**src/source/traffic_pkg.sv**
```systemverilog
package traffic_pkg;

    // one lamp per approach, one button per requestable phase
    localparam int LAMPS = 4;
    localparam int BUTTONS = 8;

    typedef enum logic [3:0] {
        PH_A1 = 4'd0,
        PH_B  = 4'd1,
        PH_C  = 4'd2,
        PH_D  = 4'd3,
        PH_E1 = 4'd4,
        PH_F  = 4'd5,
        PH_G  = 4'd6,
        PH_H  = 4'd7,
        PH_A2 = 4'd8,
        PH_E2 = 4'd12
    } phase_t;

    localparam phase_t RESET_PHASE = PH_B;

    // lamp masks of one phase with bit i for approach i
    typedef struct packed {
        logic [LAMPS-1:0] red;
        logic [LAMPS-1:0] green;
        logic [LAMPS-1:0] left_first;
        logic [LAMPS-1:0] yellow;
        logic [LAMPS-1:0] left_second;
        logic [LAMPS-1:0] walk_red;
        logic [LAMPS-1:0] walk_green;
    } lamp_masks_t;

    // fields in order red, green, left, yellow, left late, walk red, walk green
    localparam lamp_masks_t MASK_A1 =
        '{4'b0101, 4'b1010, 4'b0000, 4'b1010, 4'b0000, 4'b1010, 4'b0101};
    localparam lamp_masks_t MASK_A2 = MASK_A1;
    localparam lamp_masks_t MASK_B =
        '{4'b0111, 4'b1000, 4'b1000, 4'b1000, 4'b0000, 4'b1110, 4'b0001};
    localparam lamp_masks_t MASK_C =
        '{4'b1101, 4'b0010, 4'b0010, 4'b0010, 4'b0000, 4'b1011, 4'b0100};
    // protected left turns only, no crossing
    localparam lamp_masks_t MASK_D =
        '{4'b0101, 4'b0000, 4'b1010, 4'b1010, 4'b0000, 4'b1111, 4'b0000};
    localparam lamp_masks_t MASK_E1 =
        '{4'b1010, 4'b0101, 4'b0000, 4'b0101, 4'b0000, 4'b0101, 4'b1010};
    localparam lamp_masks_t MASK_E2 = MASK_E1;
    // F keeps its left arrow through yellow
    localparam lamp_masks_t MASK_F =
        '{4'b1011, 4'b0100, 4'b0100, 4'b0100, 4'b0100, 4'b0111, 4'b1000};
    localparam lamp_masks_t MASK_G =
        '{4'b1110, 4'b0001, 4'b0001, 4'b0001, 4'b0000, 4'b1101, 4'b0010};
    localparam lamp_masks_t MASK_H =
        '{4'b1010, 4'b0000, 4'b0101, 4'b0101, 4'b0000, 4'b1111, 4'b0000};
    localparam lamp_masks_t MASK_OFF = '0;

endpackage

```
**src/source/button_oneshot.sv**
```systemverilog
`timescale 1ns/1ns

module button_oneshot (
    input  logic                           clk,
    input  logic                           rst,
    input  logic [traffic_pkg::BUTTONS-1:0] buttons,
    output logic [traffic_pkg::BUTTONS-1:0] press
);

    import traffic_pkg::*;

    logic [BUTTONS-1:0] buttons_q;

    // rising edge of each button, held for one cycle
    always_ff @(posedge clk or negedge rst)
    begin
        if (!rst)
        begin
            buttons_q <= '0;
            press <= '0;
        end
        else
        begin
            buttons_q <= buttons;
            press <= buttons & ~buttons_q;
        end
    end

endmodule

```
**src/source/phase_timer.sv**
```systemverilog
`timescale 1ns/1ns

module phase_timer #(
    parameter int TICKS_PER_STEP = 240,
    parameter int DAY_STEPS = 40,
    parameter int NIGHT_STEPS = 80,
    parameter int MANUAL_STEPS = 120
) (
    input  logic clk,
    input  logic rst,
    input  logic night,
    input  logic manual,
    output logic phase_end,
    output logic second_half,
    output logic flash_on
);

    localparam int MAX_DN = (DAY_STEPS > NIGHT_STEPS) ? DAY_STEPS : NIGHT_STEPS;
    localparam int MAX_STEPS = (MANUAL_STEPS > MAX_DN) ? MANUAL_STEPS : MAX_DN;
    localparam int STEP_W = $clog2(MAX_STEPS + 1);
    localparam int TICK_W = (TICKS_PER_STEP > 2) ? $clog2(TICKS_PER_STEP) : 1;
    localparam logic [TICK_W-1:0] TICK_LAST = TICK_W'(TICKS_PER_STEP - 1);
    localparam logic [TICK_W-1:0] TICK_HALF = TICK_W'(TICKS_PER_STEP / 2);

    logic [TICK_W-1:0] tick_cnt;
    logic [STEP_W-1:0] step_cnt;
    logic [STEP_W-1:0] len_q;
    logic [STEP_W-1:0] len_sel;
    logic [STEP_W-1:0] phase_len;
    logic first_cycle;
    logic last_tick;

    // manual and night are sampled only when a phase begins
    always_comb
    begin
        if (manual)
            len_sel = STEP_W'(MANUAL_STEPS);
        else if (night)
            len_sel = STEP_W'(NIGHT_STEPS);
        else
            len_sel = STEP_W'(DAY_STEPS);
    end

    assign phase_len = first_cycle ? len_sel : len_q;
    assign last_tick = (tick_cnt == TICK_LAST);
    assign phase_end = last_tick && (step_cnt == phase_len - 1'b1);
    assign second_half = (step_cnt >= (phase_len >> 1));
    assign flash_on = (tick_cnt < TICK_HALF);

    always_ff @(posedge clk or negedge rst)
    begin
        if (!rst)
        begin
            tick_cnt <= '0;
            step_cnt <= '0;
            len_q <= '0;
            first_cycle <= 1'b1;
        end
        else
        begin
            first_cycle <= phase_end;
            if (first_cycle)
                len_q <= len_sel;
            if (last_tick)
            begin
                tick_cnt <= '0;
                if (phase_end)
                    step_cnt <= '0;
                else
                    step_cnt <= step_cnt + 1'b1;
            end
            else
            begin
                tick_cnt <= tick_cnt + 1'b1;
            end
        end
    end

endmodule

```
**src/source/phase_sequencer.sv**
```systemverilog
`timescale 1ns/1ns

module phase_sequencer (
    input  logic                            clk,
    input  logic                            rst,
    input  logic                            night,
    input  logic [traffic_pkg::BUTTONS-1:0] press,
    input  logic                            phase_end,
    output traffic_pkg::phase_t             phase,
    output logic                            manual
);

    import traffic_pkg::*;

    // button bit i asks for this phase
    localparam phase_t BUTTON_MAP [0:BUTTONS-1] =
        '{PH_A1, PH_B, PH_C, PH_D, PH_E1, PH_F, PH_G, PH_H};

    phase_t req_phase;
    phase_t press_phase;
    phase_t next_phase;
    logic req_valid;

    // lowest pressed bit wins
    always_comb
    begin
        press_phase = BUTTON_MAP[0];
        for (int i = BUTTONS - 1; i >= 0; i--)
        begin
            if (press[i])
                press_phase = BUTTON_MAP[i];
        end
    end

    always_comb
    begin
        if (night)
        begin
            case (phase)
                PH_B:    next_phase = PH_A1;
                PH_A1:   next_phase = PH_C;
                PH_C:    next_phase = PH_A2;
                PH_A2:   next_phase = PH_E1;
                PH_E1:   next_phase = PH_H;
                default: next_phase = PH_B;
            endcase
        end
        else
        begin
            case (phase)
                PH_A1:   next_phase = PH_D;
                PH_D:    next_phase = PH_F;
                PH_F:    next_phase = PH_E1;
                PH_E1:   next_phase = PH_G;
                PH_G:    next_phase = PH_E2;
                default: next_phase = PH_A1;
            endcase
        end
    end

    always_ff @(posedge clk or negedge rst)
    begin
        if (!rst)
        begin
            phase <= RESET_PHASE;
            manual <= 1'b0;
            req_valid <= 1'b0;
        end
        else
        begin
            if (phase_end)
            begin
                phase <= req_valid ? req_phase : next_phase;
                manual <= req_valid;
            end
            // a new press outranks the clear on phase end
            if (|press)
                req_valid <= 1'b1;
            else if (phase_end)
                req_valid <= 1'b0;
        end
    end

    always_ff @(posedge clk)
    begin
        if (|press)
            req_phase <= press_phase;
    end

endmodule

```
**src/source/lamp_decoder.sv**
```systemverilog
`timescale 1ns/1ns

module lamp_decoder (
    input  logic                          clk,
    input  logic                          rst,
    input  traffic_pkg::phase_t           phase,
    input  logic                          second_half,
    input  logic                          flash_on,
    output logic [traffic_pkg::LAMPS-1:0] led_red,
    output logic [traffic_pkg::LAMPS-1:0] led_yellow,
    output logic [traffic_pkg::LAMPS-1:0] led_green,
    output logic [traffic_pkg::LAMPS-1:0] led_left,
    output logic [traffic_pkg::LAMPS-1:0] led_walk_red,
    output logic [traffic_pkg::LAMPS-1:0] led_walk_green
);

    import traffic_pkg::*;

    lamp_masks_t masks;
    logic [LAMPS-1:0] yellow_next;
    logic [LAMPS-1:0] green_next;
    logic [LAMPS-1:0] left_next;
    logic [LAMPS-1:0] walk_green_next;

    always_comb
    begin
        case (phase)
            PH_A1:   masks = MASK_A1;
            PH_A2:   masks = MASK_A2;
            PH_B:    masks = MASK_B;
            PH_C:    masks = MASK_C;
            PH_D:    masks = MASK_D;
            PH_E1:   masks = MASK_E1;
            PH_E2:   masks = MASK_E2;
            PH_F:    masks = MASK_F;
            PH_G:    masks = MASK_G;
            PH_H:    masks = MASK_H;
            default: masks = MASK_OFF;
        endcase
    end

    // second half clears green, shows yellow and blinks the walk lamps
    always_comb
    begin
        if (second_half)
        begin
            green_next = '0;
            yellow_next = masks.yellow;
            left_next = masks.left_second;
            walk_green_next = flash_on ? masks.walk_green : '0;
        end
        else
        begin
            green_next = masks.green;
            yellow_next = '0;
            left_next = masks.left_first;
            walk_green_next = masks.walk_green;
        end
    end

    always_ff @(posedge clk or negedge rst)
    begin
        if (!rst)
        begin
            led_red <= '0;
            led_yellow <= '0;
            led_green <= '0;
            led_left <= '0;
            led_walk_red <= '0;
            led_walk_green <= '0;
        end
        else
        begin
            // red masks do not change within a phase
            led_red <= masks.red;
            led_walk_red <= masks.walk_red;
            led_yellow <= yellow_next;
            led_green <= green_next;
            led_left <= left_next;
            led_walk_green <= walk_green_next;
        end
    end

endmodule

```
**src/source/traffic_top.sv**
```systemverilog
`timescale 1ns/1ns

module traffic_top #(
    parameter int TICKS_PER_STEP = 240,
    parameter int DAY_STEPS = 40,
    parameter int NIGHT_STEPS = 80,
    parameter int MANUAL_STEPS = 120
) (
    input  logic                            clk,
    input  logic                            rst,
    input  logic                            night,
    input  logic [traffic_pkg::BUTTONS-1:0] buttons,
    output traffic_pkg::phase_t             phase,
    output logic [traffic_pkg::LAMPS-1:0]   led_red,
    output logic [traffic_pkg::LAMPS-1:0]   led_yellow,
    output logic [traffic_pkg::LAMPS-1:0]   led_green,
    output logic [traffic_pkg::LAMPS-1:0]   led_left,
    output logic [traffic_pkg::LAMPS-1:0]   led_walk_red,
    output logic [traffic_pkg::LAMPS-1:0]   led_walk_green
);

    import traffic_pkg::*;

    logic [BUTTONS-1:0] press;
    logic manual;
    logic phase_end;
    logic second_half;
    logic flash_on;

    button_oneshot u_oneshot (
        .clk     (clk),
        .rst     (rst),
        .buttons (buttons),
        .press   (press)
    );

    phase_timer #(
        .TICKS_PER_STEP (TICKS_PER_STEP),
        .DAY_STEPS      (DAY_STEPS),
        .NIGHT_STEPS    (NIGHT_STEPS),
        .MANUAL_STEPS   (MANUAL_STEPS)
    ) u_timer (
        .clk         (clk),
        .rst         (rst),
        .night       (night),
        .manual      (manual),
        .phase_end   (phase_end),
        .second_half (second_half),
        .flash_on    (flash_on)
    );

    phase_sequencer u_sequencer (
        .clk       (clk),
        .rst       (rst),
        .night     (night),
        .press     (press),
        .phase_end (phase_end),
        .phase     (phase),
        .manual    (manual)
    );

    lamp_decoder u_decoder (
        .clk            (clk),
        .rst            (rst),
        .phase          (phase),
        .second_half    (second_half),
        .flash_on       (flash_on),
        .led_red        (led_red),
        .led_yellow     (led_yellow),
        .led_green      (led_green),
        .led_left       (led_left),
        .led_walk_red   (led_walk_red),
        .led_walk_green (led_walk_green)
    );

endmodule

```
**config.mk**
```make
export PLATFORM = sky130hd
export DESIGN_NAME = traffic_top
export DESIGN_NICKNAME = d
export VERILOG_FILES = /design/src/source/traffic_pkg.sv /design/src/source/button_oneshot.sv /design/src/source/phase_timer.sv /design/src/source/phase_sequencer.sv /design/src/source/lamp_decoder.sv /design/src/source/traffic_top.sv
export SDC_FILE = /design/constraint.sdc
export NUM_CORES = 1
export LEC_CHECK = 0
export BUFFER_PORTS_ARGS = -buffer_cell sky130_fd_sc_hd__buf_2
export CAP_MARGIN = 20
export CORE_UTILIZATION = 45
export CTS_CLUSTER_DIAMETER = 30
export DETAILED_ROUTE_END_ITERATION = 16
export RECOVER_POWER = 25
export SYNTH_ARGS = -nofsm -noshare
export SYNTH_HDL_FRONTEND = slang
export SYNTH_SLANG_ARGS = --single-unit
```
**constraint.sdc**
```tcl
create_clock -name clk -period 3.62 [get_ports clk]
set_clock_uncertainty 0.05 [all_clocks]
set_input_delay 0.181 -clock clk [delete_from_list [all_inputs] [get_ports clk]]
set_output_delay 0.181 -clock clk [all_outputs]
set_load 0.005 [all_outputs]
```
==> results of run 1 <==
[worst max-delay path by stage]
stage,slack (ns),cells after the start,end,from
2_1_floorplan,0.59,11,u_sequencer.manual,u_timer.first_cycle
3_3_place_gp,0.42,8,u_sequencer.phase[1],u_timer.first_cycle
3_5_place_dp,0.39,8,u_sequencer.phase[1],u_timer.first_cycle
4_1_cts,0.38,8,u_sequencer.phase[1],u_timer.first_cycle
5_1_grt,0.24,8,u_sequencer.phase[1],u_timer.first_cycle
6_report,0.39,8,u_sequencer.phase[1],u_timer.first_cycle
[metal layers]
layer  share of wire (%)  GRT usage (%)  vias up  wire length [µm]
met5                   0              0        -                 0
met2                  46           27.7       41              2840
li1                    -              -     1156                 -
met3                 2.4           3.51       11               147
met1                  50           24.1     1122              3110
met4                 1.9           9.39        0               118
[per-stage QoR]
stage | hold WS (ns) | worst slack, ns | total power (µW) | utilization, %
2_1_floorplan | -0.165 | 0.593 | 860 | -
3_3_place_gp | 0.140 | 0.422 | 886 | 50.9
3_5_place_dp | 0.130 | 0.385 | 887 | 50.9
4_1_cts | 0.280 | 0.379 | 1520 | 55.1
5_1_grt | 0.340 | 0.237 | 1560 | 55.0
6_report | 0.291 | 0.391 | 1500 | 55.0
[worst max-delay path: cells and delay by family (launching register included)]
kind | cells | cell delay, ns
flops | 1 | 0.70
mux | 1 | 0.39
fa+ha+maj | 1 | 0.22
simple gates | 3 | 1.16
compound gates | 3 | 0.58
[cell type report]
type / instances / area share [%]
Multi-Input combinational cell: 204 / 34.5
Tap cell: 96 / 3.16
Clock inverter: 6 / 1.32
Sequential cell: 72 / 47.9
Clock buffer: 10 / 3.92
Inverter: 14 / 1.38
Timing Repair Buffer: 50 / 7.78
[cells by family (layout without fill, tap and decap cells)]
family	count (synthesis)	count (layout)	synth area share, %
DFF	72	72	55.8
and+or+nand+nor	123	123	20.7
buffers and inverters	29	80	3.92
AOI/OAI and AO/OA	51	51	9.99
xor gates and xnor gates	16	16	4.30
adders and majority gates	9	9	3.38
muxes	5	5	1.92
[where the power goes]
| part | internal, µW | switching [µW] |
|---|---|---|
| combinational | 19.9 | 27.5 |
| sequential | 823 | 5.72 |
| clock | 299 | 321 |
| total | 1140 | 354 |
[registers in the layout, indices dropped and copies added (netlist names)]
register,flops
u_decoder.led_green,4
u_decoder.led_red,4
u_timer.len_q,7
u_sequencer.req_valid,1
u_oneshot.press,8
u_decoder.led_walk_red,4
u_sequencer.manual,1
u_decoder.led_walk_green,4
u_sequencer.req_phase,3
u_decoder.led_left,4
u_oneshot.buttons_q,8
u_decoder.led_yellow,4
u_timer.tick_cnt,8
u_timer.step_cnt,7
u_timer.first_cycle,1
u_sequencer.phase,4
[layout by cell type, fill, tap and decap left out, drive strengths merged, types with 9 or more instances in the layout]
cell type,count
o21ai,12
clkbuf,17
a21oi,16
inv,14
nand3,9
nor2b,11
dfrtp,67
buf,34
nand2,25
dlygate4sd3,9
xnor2,12
nor2,33
==> results.yml, run 1 <==
status:
  status: "complete, no violations"
global_routing:
  grt_pass1_vias: 2194
  grt_start_max_net_pins: 50
  antenna_found_initial: 0
  overflow: 0
  grt_pass1_wl_um: 10200
  grt_util_all_layers_pct: 18.0
clocking:
  cts_tree: "built"
  clkTransAtPathRegs_ns: 0.08
  worstSkewPairLatency_ns: 0.34
  cts_setup_buffers: 0
  cts-buffers-inserted: 9
  cts_sinks: 72
  clock-root-buffer: "clkbuf_8"
  cts_hold_buf: 9
  cts.path.max_buffers: 2
  cts_resized: 0
  htree_levels: 3
yosys:
  synth_area_leaders: "dfrtp_1, nor2_1, xnor2_1, ha_1, nand2_1"
  synth.ff_latch_count: 72
  synth_ff_type: "dfrtp_1"
  yosys_warnings: 0
  yosysMostFrequentCell: "dfrtp_1"
  ys_async_sr_fraction_pct: 95.8
  synth.distinct_cells: 57
  synth-edff-count: 3
  synth_commonest_cells: "dfrtp_1, nor2_1, nand2_1"
  synth_top_area_share_pct: 51.5
  synthCells: 305
  syn-cell-area_um2: 3260
  synth_nets: 324
  syn_avg_cell_area_um2: 10.7
  yosysTopAreaCell: "dfrtp_1"
  ys_seq_area_share_pct: 55.8
run:
  maxCapViolCount: 0
floorplanning:
  row_count: 30
  dieWidth_um: 87.1
  io_pins: 39
  die_area_um2: 7580
  die_h_um: 87.1
  start_util_pct: 47.2
  fp.coreArea_um2: 6910
detailed_routing:
  dr.pass1.iters: 4
  drtIter0Drc: 103
  drc_errors: 0
  postRouteAntennaNets: 0
  vias: 2330
  via_per_inst: 5.15
  routed_wl_um: 6210
  post_drt_wl_per_cell_um: 13.7
sta:
  drv_slew: 0
  hold_viol: 0
  min_period_ns: 3.23
  fin_setup_tns_ns: 0
  period_share_pct: 89.2
  fmax_mhz: 310
  grt_setup_unrepaired: "false"
  setup_viol: 0
  max-slew-margin-rel_pct: 21.0
  tightest_slew_ns: 1.19
final_layout:
  area_growth_pct: 16.6
  antenna_cells: 0
  fill_cells: 665
  drive_above_1_share_pct: 17.7
  postLayoutCellArea_um2: 3800
  fin_nets: 370
  multiInputGateArea_um2: 1310
  post_layout_nonfiller_instances: 452
  register_area_um2: 1820
setup_path:
  rr_worst_depth: 8
  worst_path_largest_cell_delay_ns: 0.70
  worstPathCellList: "nand2b_1 > ha_1 > or4b_1 > a31o_1 > o22a_1 > o211ai_2 > nor3b_2 > mux2_2"
  reg2reg_slack_ns: 0.39
  critPathCaptureType: "register"
  slowest_stage: "dfstp_2"
  start_kind: "register"
  cp_data_arrival_time_ns: 3.41
  cp.required_ns: 3.80
  r2r_end: "u_sequencer.phase[1]"
  rr_startpoint: "u_timer.first_cycle"
  critPathMaxFanout: 20
  worstSetupPathType: "reg2reg"
power_and_ir_drop:
  p_per_area_nw_per_um2: 394
  p_leak_uw: 0.00172
  vdd_drop_max_v: 0.000291
placement:
  dpl.hpwl_um: 4260
  placed_area_um2: 3520
  dp_cells: 427
  port_buffers: 38
  gp_congestion: 0.767
min_path:
  hold_class: "in2reg"
  whs_path_depth: 3
  min_from: "night"
  holdPathEnd: "u_timer.len_q[6]"
No activity file was read; power rests on OpenSTA's default activity.
==> inputs of run 2 (changes only) <==
Settings changed: ABC_AREA set to 1.
==> results.yml, run 2 <==
status:
  status: "complete, no violations"
clocking:
  clkTransAtPathRegs_ns: 0.08
  cts_tree: "built"
  cts_sinks: 72
  worstSkewPairLatency_ns: 0.34
  cts.path.max_buffers: 2
  htree_levels: 3
  cts_setup_buffers: 0
  cts-buffers-inserted: 9
  clock-root-buffer: "clkbuf_8"
detailed_routing:
  routed_wl_um: 7020
  drc_errors: 0
  drtIter0Drc: 157
  postRouteAntennaNets: 0
  via_per_inst: 4.73
  post_drt_wl_per_cell_um: 11.9
  vias: 2784
  dr.pass1.iters: 4
yosys:
  yosys_warnings: 0
  yosys-mux-area-fraction_pct: 0.277
  synth.ff_latch_count: 72
  synth_area_leaders: "dfrtp_1, nand2_1, nor2_1, inv_1, nand3_1"
  synth-xor-area-share_pct: 0.484
  synth-edff-count: 3
  ys_async_sr_fraction_pct: 95.8
  synthCells: 426
  syn-cell-area_um2: 3620
  synthAdderAreaFrac_pct: 2.77
  yosysMostFrequentCell: "nand2_1"
  yosys.area_share.simple_pct: 30.8
  synth_commonest_cells: "nand2_1, dfrtp_1, nor2_1"
  yosysTopAreaCell: "dfrtp_1"
  synth_top_family_by_area: "simple AND/OR/NAND/NOR gates"
  synth_top_area_share_pct: 46.4
  synth_nets: 445
  synth.distinct_cells: 40
  synth_compound_area_share_pct: 7.06
  syn_avg_cell_area_um2: 8.49
  synth_ff_type: "dfrtp_1"
  ys_seq_area_share_pct: 50.3
placement:
  dpl.hpwl_um: 5290
  port_buffers: 38
  dp_cells: 562
  gp_congestion: 0.909
  placed_area_um2: 3910
floorplanning:
  io_pins: 39
  row_count: 32
  dieWidth_um: 91.6
  fp.coreArea_um2: 7770
  die_area_um2: 8400
  die_h_um: 91.6
  start_util_pct: 46.6
sta:
  grt_setup_unrepaired: "false"
  fin_setup_tns_ns: 0
  setup_viol: 0
  period_share_pct: 71.7
  tightest_slew_ns: 1.44
  min_period_ns: 2.60
  hold_viol: 0
  max-slew-margin-rel_pct: 4.17
  fmax_mhz: 385
  whs_ns: 0.278
  drv_slew: 0
power_and_ir_drop:
  power_frac_seq_pct: 53.4
  vdd_drop_max_v: 0.000205
  swShare_pct: 22.1
  p_leak_uw: 0.00219
  pwr-share-comb_pct: 3.1
  p_per_area_nw_per_um2: 368
  p_switching_uw: 343
  total_power_uw: 1550
  pwr-share-clk_pct: 43.4
  p_int_uw: 1210
run:
  maxCapViolCount: 0
final_layout:
  antenna_cells: 0
  final_common_cell: "nand2_1"
  drive_above_1_share_pct: 20.8
  post_layout_nonfiller_instances: 588
  register_area_um2: 1820
  reg.largest.list: "u_oneshot.buttons_q: 8 flops, u_oneshot.press: 8 flops, u_timer.tick_cnt: 8 flops"
  fill_cells: 754
  postLayoutCellArea_um2: 4210
  multiInputGateArea_um2: 1500
  fin_nets: 500
  final_cell_mix: "nand2_1, dfrtp_1, nor2_1"
  area_growth_pct: 16.4
setup_path:
  worstSetupPathType: "in2async"
  start_kind: "input pin"
  critPathMaxFanout: 27
  cp.required_ns: 4.05
  cp_data_arrival_time_ns: 3.02
  critPathCaptureType: "asynchronous set/reset pin"
min_path:
  hold_class: "in2reg"
global_routing:
  grt_pass1_vias: 2593
  grt_pass1_wl_um: 12100
  grt_start_max_net_pins: 48
  antenna_found_initial: 0
  overflow: 0
  grt_util_all_layers_pct: 18.6
run 2: path summary, 6_finish.rpt:
check                                               to                   start  slack, ns  cells after the start
max reg2reg                u_decoder.led_walk_green[3]     u_timer.first_cycle       1.07                     10
min in group asynchronous             u_timer.len_q[4]                     rst       0.51                      2
max                               u_sequencer.phase[0]                     rst       1.02                      4
max in group clk           u_decoder.led_walk_green[3]     u_timer.first_cycle       1.07                     10
min reg2reg                         u_oneshot.press[3]  u_oneshot.buttons_q[3]       0.34                      1
min                               u_sequencer.phase[2]                   night       0.28                      5
run 2: layer usage:
| layer | vias to the layer above | GRT usage (%) | part of all wire [%] |
|---|---|---|---|
| li1 | 1451 | - | - |
| met2 | 56 | 28.3 | 45 |
| met4 | 0 | 9.26 | 2.5 |
| met5 | - | 0 | 0 |
| met1 | 1262 | 25.5 | 49 |
| met3 | 15 | 3.40 | 3.7 |
run 2: power groups by stage:
stage          Sequential, µW  Clock, µW  Combinational, µW
5_1_grt                   829        725               56.7
3_5_place_dp              844          0               43.0
4_1_cts                   828        693               50.5
2_1_floorplan             843          0               15.8
6_report                  828        673               48.8
3_3_place_gp              843          0               42.2
run 2: critical path, stage by stage:
cell and delay (ns):
dlygate4sd3_1 0.52, clkbuf_1 0.81, clkbuf_1 1.12, buf_4 0.38
run 2: repair_timing:
| action | 4_1_cts | 5_1_grt |
|---|---|---|
| gates resized for setup | 0 | 0 |
| hold buffers | 9 | 0 |
| endpoints found under the hold margin | 27 | 0 |
run 2: stage by stage:
stage	worst slack [ns]	utilization, %
after floorplan	1.54	-
after global placement	1.21	50.3
after detailed placement	1.10	50.3
after CTS	1.10	54.2
after global routing	0.532	54.2
final	1.02	54.2
run 2: area by class of cell:
cell class,instances,area share (%)
clock buffers,11,3.63
repair buffers,50,6.95
clock inverters,5,1.49
well taps,102,3.03
flip-flops and latches,72,43.2
inverters,65,6.18
multi-input cells,283,35.5
run 2: cell families (layout without fill, tap and decap cells):
logic type / Yosys count / count (layout)
buf+inv: 71 / 131
compound gates: 44 / 44
fa+ha+maj: 8 / 8
mux: 1 / 1
xor+xnor: 2 / 2
simple gates: 228 / 228
flops: 72 / 72
==> inputs of run 3 (changes only) <==
Clock period 3.62 ns to 2.7 ns, I/O delays scaled along.
==> results.yml, run 3 (synthesis gave the netlist of run 2 again) <==
sta:
  drv_slew: 31
  fin_setup_tns_ns: 0
  max-slew-margin-rel_pct: -12.9
  min_period_ns: 2.38
  period_share_pct: 88.2
  setup_viol: 0
  grt_setup_unrepaired: "false"
  tightest_slew_ns: 1.69
  worst_slack_ns: 0.318
  hold_viol: 0
  fmax_mhz: 420
setup_path:
  slowest_stage: "dfstp_2"
  start_kind: "register"
  critPathCaptureType: "register"
  cp_data_arrival_time_ns: 2.61
  worst_path_largest_cell_delay_ns: 0.71
  path_common_cell: "nand2_1"
  critPathMaxFanout: 13
  cp.required_ns: 2.93
  worstPathCellList: "nand2_2 > nand2_1 > nor2_4 > ha_1 > a21oi_1 > o21a_1 > nand3_2 > nand2_1 > inv_1 > nor2_1"
  worstSetupPathType: "reg2reg"
detailed_routing:
  dr.pass1.iters: 4
  routed_wl_um: 7060
  postRouteAntennaNets: 0
  post_drt_wl_per_cell_um: 12.0
  via_per_inst: 4.78
  drtIter0Drc: 143
  vias: 2800
  drc_errors: 0
clocking:
  clkTransAtPathRegs_ns: 0.08
  clock-root-buffer: "clkbuf_8"
  htree_levels: 3
  cts-buffers-inserted: 9
  cts_tree: "built"
  cts_sinks: 72
  worstSkewPairLatency_ns: 0.36
  cts.path.max_buffers: 2
final_layout:
  drive_above_1_share_pct: 20.5
  final_common_cell: "nand2_1"
  reg.largest.list: "u_oneshot.buttons_q: 8 flops, u_oneshot.press: 8 flops, u_timer.tick_cnt: 8 flops"
  area_growth_pct: 16.0
  fin_nets: 498
  final_cell_mix: "nand2_1, dfrtp_1, nor2_1"
  antenna_cells: 0
floorplanning:
  start_util_pct: 46.6
  io_pins: 39
  die_h_um: 91.6
  die_area_um2: 8400
  dieWidth_um: 91.6
  fp.coreArea_um2: 7770
  row_count: 32
placement:
  gp_congestion: 0.905
  dpl.hpwl_um: 5280
  place_ws_ns: 0.143
  port_buffers: 38
min_path:
  hold_class: "in2reg"
global_routing:
  grt_start_max_net_pins: 40
  grt_pass1_vias: 2667
  grt_pass1_wl_um: 12100
  antenna_found_initial: 0
  grt_util_all_layers_pct: 18.7
  overflow: 0
power_and_ir_drop:
  vdd_drop_max_v: 0.000276
  p_per_area_nw_per_um2: 483
  p_leak_uw: 0.00218
run:
  maxCapViolCount: 1
status:
  violations: "capacitance limit, slew limit"
  status: "finished, violations left"
run 3: cell count changes in the layout (fill, tap and decap cells not counted):
cell       before  now
nand3_1        30   29
clkbuf_1        7    8
inv_6           0    1
buf_4           2    0
clkbuf_2        1    0
inv_4           1    2
inv_8           1    0
buf_2          32   31
buf_12          0    1
clkbuf_16       1    0
nand3_2         5    6
run 3: final timing paths:
check / start / slack, ns / to / cells after the start
min in group asynchronous: rst / 0.71 / u_timer.len_q[0] / 2
worst max register to register: u_timer.first_cycle / 0.32 / u_decoder.led_walk_green[0] / 10
worst min-delay path: night / 0.22 / u_sequencer.phase[3] / 5
worst max-delay path: u_timer.first_cycle / 0.32 / u_decoder.led_walk_green[0] / 10
worst min register to register: u_oneshot.buttons_q[2] / 0.33 / u_oneshot.press[2] / 1
max in group asynchronous: rst / 0.90 / u_oneshot.buttons_q[3] / 2
run 3: area by class of cell:
cell class                 count  area [µm²]
clock buffer                  10         128
fill                         745        3570
multi-input combinational    283        1500
tap                          102         128
clock inverter                 6        66.3
sequential                    72        1820
timing repair buffer          48         292
inverter                      65         260
run 3: timing repair:
action                                  in CTS  in global routing
hold endpoints to repair                    46                  0
endpoints found under the setup margin       0                  5
resized for setup                            0                  1
setup buffers                                0                  0
hold buffers                                 9                  0
run 3: routing by layer:
| metal | routed length, µm | track usage, % | part of all wire (%) |
|---|---|---|---|
| met1 | 3480 | 24.7 | 49 |
| met2 | 3170 | 28.8 | 45 |
| met3 | 255 | 3.81 | 3.6 |
| met4 | 160 | 10.3 | 2.3 |
| met5 | 0 | 0 | 0 |
run 3: stage by stage:
stage / cells / hold WS (ns) / utilization (%) / power, µW / instance area (µm²)
detailed placement: 561 / 0.176 / 50.4 / 1190 / 3910
floorplan: 426 / -0.211 / - / 1150 / 3620
global placement: 561 / 0.185 / 50.4 / 1190 / 3910
CTS: 586 / 0.216 / 54.0 / 2050 / 4200
finish: 586 / 0.219 / 54.0 / 2030 / 4190
global route: 586 / 0.247 / 54.0 / 2110 / 4190
run 3: report_power, final:
group	switching, µW	internal [µW]	total [µW]
Sequential	6.44	1100	1110
Combinational	40.0	25.9	65.9
Clock	420	431	851
Total	467	1560	2030
run 3: worst max-delay path, delay by kind of cell, from the launching register on:
family / cells / cell delay, ns
compound gates: 2 / 0.30
fa+ha+maj: 1 / 0.32
buf+inv: 1 / 0.08
flops: 1 / 0.71
simple gates: 6 / 0.84
